[src/design/icache_pkg.sv]
// icache geometry constants, fetch address union and hit-stage state encoding

package icache_pkg;

  ////////////////////////////////////////
  // geometry
  ////////////////////////////////////////

  // physical fetch address
  localparam int ADR_BITS       = 16;
  // one instruction word
  localparam int WORD_BITS      = 32;

  // 2-way set associative, 8 sets
  localparam int WAYS           = 2;
  localparam int SETS           = 8;
  localparam int IDX_BITS       = $clog2(SETS);

  // 4 words per line
  localparam int WORDS_PER_LINE = 4;
  localparam int LINE_BITS      = WORDS_PER_LINE * WORD_BITS;

  // whatever is left above index, word select and byte offset
  localparam int TAG_BITS       = ADR_BITS - IDX_BITS - $clog2(WORDS_PER_LINE) - 2;

  ////////////////////////////////////////
  // address views
  ////////////////////////////////////////

  // one address word, decoded two ways
  typedef union packed {
    // cache view, for indexing and tag compare
    struct packed {
      logic [TAG_BITS-1:0]               tag;
      logic [IDX_BITS-1:0]               idx;
      logic [$clog2(WORDS_PER_LINE)-1:0] wsel;
      logic [1:0]                        boff;
    } cache;
    // bus view, word address plus byte lanes
    struct packed {
      logic [ADR_BITS-3:0]               wadr;
      logic [1:0]                        boff;
    } bus;
  } cache_adr_u;

  ////////////////////////////////////////
  // hit-stage states
  ////////////////////////////////////////

  typedef enum logic [2:0] {
    ARMED,
    INVALIDATE,
    NONCACHEABLE,
    READ,
    RECOVER0,
    RECOVER1
  } fsm_state_e;

endpackage

[src/design/icache_hit.sv]
// icache hit stage: tag compare, word select, miss/non-cacheable/invalidate FSM, memory command

`timescale 1ns/1ps

module icache_hit (
  input  logic                                                   clk_i,
  input  logic                                                   rst_ni,
  input  logic                                                   req_q_i,
  input  logic                                                   cacheable_q_i,
  input  icache_pkg::cache_adr_u                                 adr_q_i,
  input  logic                                                   flush_i,
  input  logic                                                   invalidate_i,
  input  logic [icache_pkg::WAYS-1:0]                            victim_i,
  input  logic [icache_pkg::WAYS-1:0]                            way_valid_i,
  input  logic [icache_pkg::WAYS-1:0][icache_pkg::TAG_BITS-1:0]  way_tag_i,
  input  logic [icache_pkg::WAYS-1:0][icache_pkg::LINE_BITS-1:0] way_line_i,
  output logic                                                   stall_o,
  output logic [icache_pkg::WAYS-1:0]                            fill_en_o,
  output logic [icache_pkg::TAG_BITS-1:0]                        fill_tag_o,
  output logic [icache_pkg::LINE_BITS-1:0]                       fill_line_o,
  output logic                                                   inval_all_o,
  output logic                                                   mem_req_o,
  output logic                                                   mem_nc_o,
  output logic [icache_pkg::ADR_BITS-1:0]                        mem_adr_o,
  input  logic                                                   mem_ack_i,
  input  logic                                                   mem_err_i,
  input  logic [icache_pkg::LINE_BITS-1:0]                       mem_line_i,
  output logic [icache_pkg::WORD_BITS-1:0]                       parcel_o,
  output logic                                                   parcel_valid_o,
  output logic                                                   parcel_error_o
);

  import icache_pkg::*;

  fsm_state_e           state_q;
  fsm_state_e           state_d;
  logic                 inv_q;
  logic                 inv_pend;
  logic                 err_q;
  logic                 live_req;
  logic                 mem_done;
  logic [WAYS-1:0]      way_hit;
  logic                 hit;
  logic [LINE_BITS-1:0] hit_line;
  logic [WORD_BITS-1:0] hit_word;
  cache_adr_u           line_adr;
  cache_adr_u           word_adr;

  ////////////////////////////////////////
  // tag compare
  ////////////////////////////////////////

  assign way_hit = way_valid_i & {way_tag_i[1] == adr_q_i.cache.tag,
                                  way_tag_i[0] == adr_q_i.cache.tag};
  assign hit     = |way_hit;

  // at most one way hits, so OR the masked lines
  always_comb
  begin
    hit_line = '0;
    for (int w = 0; w < WAYS; w++)
      if (way_hit[w])
        hit_line = hit_line | way_line_i[w];
  end

  assign hit_word = hit_line[adr_q_i.cache.wsel * WORD_BITS +: WORD_BITS];

  // held request that was not flushed this cycle
  assign live_req = req_q_i & ~flush_i;
  // memory answered the outstanding command
  assign mem_done = mem_req_o & mem_ack_i;

  ////////////////////////////////////////
  // FSM
  ////////////////////////////////////////

  // invalidate pulse waits here until INVALIDATE runs
  assign inv_pend = invalidate_i | inv_q;

  always_comb
  begin
    state_d = state_q;
    unique case (state_q)
      ARMED:
      begin
        if (inv_pend)
          state_d = INVALIDATE;
        else if (err_q)
          // failed fill, error parcel goes out now
          state_d = ARMED;
        else if (live_req && !cacheable_q_i)
          state_d = NONCACHEABLE;
        else if (live_req && !hit)
          state_d = READ;
      end
      INVALIDATE:   state_d = RECOVER0;
      NONCACHEABLE: if (mem_done) state_d = ARMED;
      READ:         if (mem_done) state_d = RECOVER0;
      // two cycles so the ways read the held set again
      RECOVER0:     state_d = RECOVER1;
      RECOVER1:     state_d = ARMED;
      default:      state_d = ARMED;
    endcase
  end

  always_ff @(posedge clk_i or negedge rst_ni)
  begin
    if (!rst_ni)
    begin
      state_q   <= ARMED;
      inv_q     <= 1'b0;
      err_q     <= 1'b0;
      mem_req_o <= 1'b0;
    end
    else
    begin
      state_q <= state_d;
      inv_q   <= invalidate_i | (inv_q & (state_q != INVALIDATE));
      // remember a failed line read for the replay in ARMED
      if (state_q == READ && mem_done)
        err_q <= mem_err_i;
      else if (state_q == ARMED && !inv_pend)
        err_q <= 1'b0;
      // raised on leaving ARMED, dropped the cycle after the ack
      if (state_q == ARMED && (state_d == READ || state_d == NONCACHEABLE))
        mem_req_o <= 1'b1;
      else if (mem_ack_i)
        mem_req_o <= 1'b0;
    end
  end

  ////////////////////////////////////////
  // fill, invalidate and memory command
  ////////////////////////////////////////

  // line goes to the victim way at the ack edge, not on error
  assign fill_en_o   = (state_q == READ && mem_done && !mem_err_i) ? victim_i : '0;
  assign fill_tag_o  = adr_q_i.cache.tag;
  assign fill_line_o = mem_line_i;
  assign inval_all_o = (state_q == INVALIDATE);
  assign mem_nc_o    = (state_q == NONCACHEABLE);

  // line-aligned through the cache view, word-aligned through the bus view
  always_comb
  begin
    line_adr            = adr_q_i;
    line_adr.cache.wsel = '0;
    line_adr.cache.boff = '0;
    word_adr            = adr_q_i;
    word_adr.bus.boff   = '0;
  end

  assign mem_adr_o = mem_nc_o ? word_adr : line_adr;

  ////////////////////////////////////////
  // stall and parcel
  ////////////////////////////////////////

  always_comb
  begin
    unique case (state_q)
      ARMED:        stall_o = inv_pend | (live_req & ~err_q & (~cacheable_q_i | ~hit));
      NONCACHEABLE: stall_o = ~mem_done;
      default:      stall_o = 1'b1;
    endcase
  end

  // an error response still delivers a parcel, flagged
  always_comb
  begin
    unique case (state_q)
      ARMED:
      begin
        parcel_valid_o = ~inv_pend & live_req & (err_q | (cacheable_q_i & hit));
        parcel_error_o = ~inv_pend & live_req & err_q;
      end
      NONCACHEABLE:
      begin
        parcel_valid_o = live_req & mem_done;
        parcel_error_o = live_req & mem_done & mem_err_i;
      end
      default:
      begin
        parcel_valid_o = 1'b0;
        parcel_error_o = 1'b0;
      end
    endcase
  end

  // non-cacheable word comes straight off the bus
  assign parcel_o = mem_nc_o ? mem_line_i[WORD_BITS-1:0] : hit_word;

endmodule

[src/design/icache_lookup.sv]
// icache lookup stage: request register, way read index and per-set victim bits

`timescale 1ns/1ps

module icache_lookup (
  input  logic                          clk_i,
  input  logic                          rst_ni,
  input  logic                          req_i,
  input  logic                          cacheable_i,
  input  logic                          flush_i,
  input  icache_pkg::cache_adr_u        adr_i,
  input  logic                          stall_i,
  input  logic                          fill_en_i,
  input  logic                          inval_all_i,
  output logic                          req_q_o,
  output logic                          cacheable_q_o,
  output icache_pkg::cache_adr_u        adr_q_o,
  output logic [icache_pkg::IDX_BITS-1:0] rd_idx_o,
  output logic [icache_pkg::WAYS-1:0]   victim_o
);

  import icache_pkg::*;

  // one toggle bit per set, selects the next way to replace
  logic [SETS-1:0] victim_q;

  // request valid
  // flush only kills what is already held
  always_ff @(posedge clk_i or negedge rst_ni)
  begin
    if (!rst_ni)
      req_q_o <= 1'b0;
    else if (!stall_i)
      req_q_o <= req_i;
    else if (flush_i)
      req_q_o <= 1'b0;
  end

  // request payload, loaded on accept
  always_ff @(posedge clk_i)
  begin
    if (!stall_i)
    begin
      cacheable_q_o <= cacheable_i;
      adr_q_o       <= adr_i;
    end
  end

  // new index when accepting, else keep reading the held set
  // (this is also what re-reads the ways during recover)
  assign rd_idx_o = stall_i ? adr_q_o.cache.idx : adr_i.cache.idx;

  // victim bits follow fills of the held set
  always_ff @(posedge clk_i or negedge rst_ni)
  begin
    if (!rst_ni)
      victim_q <= '0;
    else if (inval_all_i)
      victim_q <= '0;
    else if (fill_en_i)
      victim_q[adr_q_o.cache.idx] <= ~victim_q[adr_q_o.cache.idx];
  end

  // bit clear picks way 0, bit set picks way 1
  assign victim_o = {victim_q[adr_q_o.cache.idx], ~victim_q[adr_q_o.cache.idx]};

endmodule

[src/design/icache_top.sv]
// icache top: lookup stage, generated ways and hit stage

`timescale 1ns/1ps

module icache_top (
  input  logic                             clk_i,
  input  logic                             rst_ni,
  // core side
  input  logic                             req_i,
  input  logic [icache_pkg::ADR_BITS-1:0]  adr_i,
  input  logic                             cacheable_i,
  input  logic                             flush_i,
  input  logic                             invalidate_i,
  output logic                             stall_o,
  output logic [icache_pkg::WORD_BITS-1:0] parcel_o,
  output logic                             parcel_valid_o,
  output logic                             parcel_error_o,
  // memory side
  output logic                             mem_req_o,
  output logic [icache_pkg::ADR_BITS-1:0]  mem_adr_o,
  output logic                             mem_nc_o,
  input  logic                             mem_ack_i,
  input  logic [icache_pkg::LINE_BITS-1:0] mem_line_i,
  input  logic                             mem_err_i
);

  import icache_pkg::*;

  // lookup stage outputs
  logic                            req_q;
  logic                            cacheable_q;
  cache_adr_u                      adr_q;
  logic [IDX_BITS-1:0]             rd_idx;
  logic [WAYS-1:0]                 victim;

  // hit stage to lookup and ways
  logic [WAYS-1:0]                 fill_en;
  logic [TAG_BITS-1:0]             fill_tag;
  logic [LINE_BITS-1:0]            fill_line;
  logic                            inval_all;

  // per-way read data
  logic [WAYS-1:0]                 way_valid;
  logic [WAYS-1:0][TAG_BITS-1:0]   way_tag;
  logic [WAYS-1:0][LINE_BITS-1:0]  way_line;

  ////////////////////////////////////////
  // lookup stage
  ////////////////////////////////////////

  icache_lookup u_lookup (
    .clk_i         (clk_i),
    .rst_ni        (rst_ni),
    .req_i         (req_i),
    .cacheable_i   (cacheable_i),
    .flush_i       (flush_i),
    .adr_i         (adr_i),
    .stall_i       (stall_o),
    .fill_en_i     (|fill_en),
    .inval_all_i   (inval_all),
    .req_q_o       (req_q),
    .cacheable_q_o (cacheable_q),
    .adr_q_o       (adr_q),
    .rd_idx_o      (rd_idx),
    .victim_o      (victim)
  );

  ////////////////////////////////////////
  // ways
  ////////////////////////////////////////

  for (genvar g = 0; g < WAYS; g++)
  begin : g_way
    // each way writes on its own bit of the one-hot fill select
    icache_way u_way (
      .clk_i       (clk_i),
      .rst_ni      (rst_ni),
      .rd_idx_i    (rd_idx),
      .fill_en_i   (fill_en[g]),
      .fill_idx_i  (adr_q.cache.idx),
      .fill_tag_i  (fill_tag),
      .fill_line_i (fill_line),
      .inval_all_i (inval_all),
      .valid_o     (way_valid[g]),
      .tag_o       (way_tag[g]),
      .line_o      (way_line[g])
    );
  end

  ////////////////////////////////////////
  // hit stage
  ////////////////////////////////////////

  icache_hit u_hit (
    .clk_i          (clk_i),
    .rst_ni         (rst_ni),
    .req_q_i        (req_q),
    .cacheable_q_i  (cacheable_q),
    .adr_q_i        (adr_q),
    .flush_i        (flush_i),
    .invalidate_i   (invalidate_i),
    .victim_i       (victim),
    .way_valid_i    (way_valid),
    .way_tag_i      (way_tag),
    .way_line_i     (way_line),
    .stall_o        (stall_o),
    .fill_en_o      (fill_en),
    .fill_tag_o     (fill_tag),
    .fill_line_o    (fill_line),
    .inval_all_o    (inval_all),
    .mem_req_o      (mem_req_o),
    .mem_nc_o       (mem_nc_o),
    .mem_adr_o      (mem_adr_o),
    .mem_ack_i      (mem_ack_i),
    .mem_err_i      (mem_err_i),
    .mem_line_i     (mem_line_i),
    .parcel_o       (parcel_o),
    .parcel_valid_o (parcel_valid_o),
    .parcel_error_o (parcel_error_o)
  );

endmodule

[src/design/icache_way.sv]
// icache way: valid flops, tag array and line data array with registered read

`timescale 1ns/1ps

module icache_way (
  input  logic                             clk_i,
  input  logic                             rst_ni,
  input  logic [icache_pkg::IDX_BITS-1:0]  rd_idx_i,
  input  logic                             fill_en_i,
  input  logic [icache_pkg::IDX_BITS-1:0]  fill_idx_i,
  input  logic [icache_pkg::TAG_BITS-1:0]  fill_tag_i,
  input  logic [icache_pkg::LINE_BITS-1:0] fill_line_i,
  input  logic                             inval_all_i,
  output logic                             valid_o,
  output logic [icache_pkg::TAG_BITS-1:0]  tag_o,
  output logic [icache_pkg::LINE_BITS-1:0] line_o
);

  import icache_pkg::*;

  logic [SETS-1:0]      valid_q;
  logic [TAG_BITS-1:0]  tag_mem  [SETS];
  logic [LINE_BITS-1:0] line_mem [SETS];

  ////////////////////////////////////////
  // valid bits
  ////////////////////////////////////////

  // invalidate clears every set at once
  always_ff @(posedge clk_i or negedge rst_ni)
  begin
    if (!rst_ni)
      valid_q <= '0;
    else if (inval_all_i)
      valid_q <= '0;
    else if (fill_en_i)
      valid_q[fill_idx_i] <= 1'b1;
  end

  // registered read, returns the old value on a same-edge fill
  always_ff @(posedge clk_i or negedge rst_ni)
  begin
    if (!rst_ni)
      valid_o <= 1'b0;
    else
      valid_o <= valid_q[rd_idx_i];
  end

  ////////////////////////////////////////
  // tag and data arrays
  ////////////////////////////////////////

  always_ff @(posedge clk_i)
  begin
    if (fill_en_i)
    begin
      tag_mem[fill_idx_i]  <= fill_tag_i;
      line_mem[fill_idx_i] <= fill_line_i;
    end
    tag_o  <= tag_mem[rd_idx_i];
    line_o <= line_mem[rd_idx_i];
  end

endmodule

[config.mk]
export PLATFORM = sky130hd
export DESIGN_NAME = icache_top
export DESIGN_NICKNAME = d
export VERILOG_FILES = /design/src/design/icache_pkg.sv /design/src/design/icache_hit.sv /design/src/design/icache_lookup.sv /design/src/design/icache_top.sv /design/src/design/icache_way.sv
export SDC_FILE = /design/constraint.sdc
export NUM_CORES = 2
export LEC_CHECK = 0
export BUFFER_PORTS_ARGS = -buffer_cell sky130_fd_sc_hd__buf_2
export CORE_ASPECT_RATIO = 0.9
export CORE_MARGIN = 4
export CORE_UTILIZATION = 60
export DETAILED_ROUTE_END_ITERATION = 8
export HOLD_SLACK_MARGIN = 0.12
export PLACE_DENSITY_LB_ADDON = 0.05
export RECOVER_POWER = 25
export SLEW_MARGIN = 20
export SYNTH_ARGS = -nofsm -noshare
export SYNTH_HDL_FRONTEND = slang
export SYNTH_SLANG_ARGS = --single-unit
[constraint.sdc]
create_clock -name clk_i -period 12.3 [get_ports clk_i]
set_input_delay 1.23 -clock clk_i [delete_from_list [all_inputs] [get_ports clk_i]]
set_output_delay 1.23 -clock clk_i [all_outputs]
set_load 0.02 [all_outputs]
==> qor.csv <==
stage,metric,value,unit
drt,Final ANT Viol Nets,0,
sta,Worst Tran Pin Value,1.27,ns
synthesis,Synth Instances,6506,
finish,area grow syn2layout,10.7,%
synthesis,"area leader, netlist",edfxtp_1,
min_path,worst hold path class,in2async,
critical_path,CP Capture Type,primary output,
critical_path,WS Path Type,reg2out,
critical_path,CP required,11.07,ns
global_route,Most Crowded Layer GR,met2,
drt,WL final,250000,um
global_route,met2 Use GR,47.0,%
power_and_ir_drop,total chip power,18.0,mW
floorplan,core area,156000,um2
power_and_ir_drop,Leakage,35.7,nW
drt,initial DRC count,6575,
synthesis,post-synthesis cell type count,42,
global_route,largest net degree at the start of global routing,229,
global_route,GRT Util Overall,30.4,%
finish,FILL cells,10900,
drt,Routed wire per std cell,28.3,um
global_route,gr ovfl total,0,
sta,Fmax,0.140,GHz
clock_tree,CTS tree,done,
clock_tree,# hold bufs at CTS,0,
drt,DRT Pass-1 Iters,5,
critical_path,Setup crit start kind,flop,
finish,Nets,6700,
sta,setup tns final,0,ns
synthesis,netlist area before placement,94500,um2
global_route,initial antenna violation count,39,
clock_tree,Post-CTS Resized,0,
floorplan,num rows,137,
clock_tree,CTS Sinks,2514,
sta,Setup Viol. Count Final,0,
floorplan,Die H,384,um
sta,Hold Slack,0.471,ns
placement,Final Wtd Congestion,0.782,
sta,Tcrit/Tclk final,58.0,%
clock_tree,H-tree depth,4,
global_route,first-pass GRT wire length,365000,um
synthesis,synth cell count leaders,"edfxtp_1 (2207), a21oi_1 (1172), nand2_1 (1154)",
power_and_ir_drop,pwr dens,172,nW/um2
placement,dpl hpwl,122000,um
synthesis,dominant cells by area after synthesis,"edfxtp_1 (70%), a21oi_1 (6.2%), dfxtp_1 (5.8%)",
global_route,met3 Usage GRT,5.34,%
synthesis,Yosys reg bits,2514,
clock_tree,Root Driver,clkbuf_16,
synthesis,"Seq/Total Area, Yosys",76.8,%
sta,slew margin rel.,15.0,%
synthesis,top cell type's share of synthesized area,70.1,%
finish,area of the multi-input gates,19900,um2
floorplan,die width,426,um
sta,Final Critical Period,7.14,ns
synthesis,Synth Area per Inst,14.5,um2
clock_tree,Skew-Pair Late Insertion Delay,0.86,ns
sta,RSZ-0062 raised after global routing,no,
synthesis,Yosys warning count,0,
sta,Max Slew Vio Count,0,
clock_tree,Clock Pin Slew Worst Setup and Hold Paths,0.06,ns
synthesis,Most used DFF post-synth,edfxtp_1,
drt,DRC viols,0,
synthesis,Post-synth ARST share,1.31,%
clock_tree,Longest Clk Path Bufs,3,
synthesis,number of synthesized flops with an enable pin,2207,
critical_path,RR Startpoint,u_lookup.adr_q_o[13],
clock_tree,Post-CTS Setup Inserts,0,
critical_path,reg-to-reg critical path endpoint,g_way[1].u_way.line_o[92],
placement,port bufs,200,
synthesis,top-count cell post-synth,edfxtp_1,
critical_path,Worst R2R Setup Slack,6.30,ns
drt,via count,56800,
outcome,status,finished clean,
finish,share of layout cells above drive strength 1,9.82,%
floorplan,DIE AREA,164000,um2
flow_run,max cap viols,0,
critical_path,arrival time worst endpoint,5.91,ns
critical_path,maximum fanout along the worst path,84,
finish,register area,72600,um2
critical_path,reg2reg path depth,11,
global_route,met1 Usage GRT,43.6,%
sta,final hold vios,0,
sta,clock skew,0.0419,ns
drt,Vias/cell,6.41,
power_and_ir_drop,Max VDD drop,0.153,mV
global_route,vias in the first global route,53900,
floorplan,Ports,205,
clock_tree,CTS buffer count,234,
floorplan,initial cell density of the core,60.6,%
layout make-up:
cell class / count / share of cell area, %
Sequential cell: 2514 / 69.4
Antenna cell: 21 / 0.0503
Tap cell: 2085 / 2.49
Timing Repair Buffer: 305 / 1.89
Clock inverter: 101 / 0.772
Clock buffer: 340 / 6.34
Multi-Input combinational cell: 3488 / 19.0
Inverter: 5 / 0.0179
metal layers:
metal	wire (um)	share of wire [%]	up-vias
li1	-	-	25000
met5	74	0.030	-
met3	19800	7.9	429
met1	104000	42	29000
met4	9430	3.8	10
met2	117000	47	2392
cells by family after synthesis:
family	after synthesis	synth area share, %
flops	2514	76.8
compound gates	2204	15.4
simple gates	1253	5.08
buf+inv	505	2.35
xor+xnor	19	0.176
mux	10	0.139
other cells	1	0.00397
placed cells by master, fill, tap and decap left out, drive strengths merged, types with 3 or more instances in the layout:
master	count
a22oi	338
clkinv	80
a21oi	1172
diode	21
nand2b	4
nand4	6
o21ai	37
nand3	13
inv	10
dfrtp	33
dfxtp	274
nor2	56
o2111ai	3
mux2i	6
o21a	6
and3	5
nor3	6
clkbuf	447
a21o	275
nand2	1154
edfxtp	2207
xnor2	19
a211oi	32
a221oi	338
buf	198
bufinv	11
clkinvlp	5
worst max-delay path, stage by stage, from the launching register on:
cell and delay [ns]:
edfxtp_1 0.83, xnor2_1 0.19, nand4_1 0.25, nor3_2 0.80, buf_12 0.57, buf_4 0.47
a22oi_1 0.12, a211oi_1 0.59, a21oi_1 0.15, o21ai_0 0.63, buf_2 0.29
where the power goes:
part           leakage (nW)  switching [mW]  internal (mW)
Clock                  3.65            3.04           3.95
Sequential             22.6          0.0742           9.45
Combinational          9.42            1.02          0.475
Total                  35.7            4.13           13.9
sequential cells by signal, indices dropped and copies added (netlist names), 2 cells and up:
name	cells
u_lookup.victim_q	8
g_way.u_way.valid_q	16
u_hit.state_q	3
g_way.u_way.tag_mem	144
g_way.u_way.valid_o	2
u_lookup.adr_q_o	14
g_way.u_way.line_o	256
g_way.u_way.tag_o	18
g_way.u_way.line_mem	2048
stage by stage:
| stage | worst slack [ns] | area, um2 | instances | utilization (%) |
|---|---|---|---|---|
| 4_1_cts | 5.08 | 105000 | 8834 | 67.1 |
| 3_3_place_gp | 6.04 | 97100 | 8392 | 62.3 |
| 2_1_floorplan | 3.88 | 94500 | 6507 | - |
| 6_report | 5.16 | 105000 | 8859 | 67.1 |
| 3_5_place_dp | 6.01 | 97200 | 8393 | 62.4 |
| 5_1_grt | 5.08 | 105000 | 8849 | 67.1 |
how the worst max path moves through the flow:
stage | startpoint | to | slack [ns] | depth (start not counted)
detailed placement | u_lookup.adr_q_o[13] | parcel_o[2] | 6.01 | 10
global route | u_lookup.adr_q_o[13] | parcel_o[2] | 5.08 | 10
CTS | u_lookup.adr_q_o[13] | parcel_o[2] | 5.08 | 10
floorplan | mem_ack_i | g_way[0].u_way.line_mem[7][0] | 3.88 | 6
finish | u_lookup.adr_q_o[13] | parcel_o[2] | 5.16 | 10
global placement | u_lookup.adr_q_o[13] | parcel_o[2] | 6.04 | 10
No activity file was read; power rests on OpenSTA's default activity.
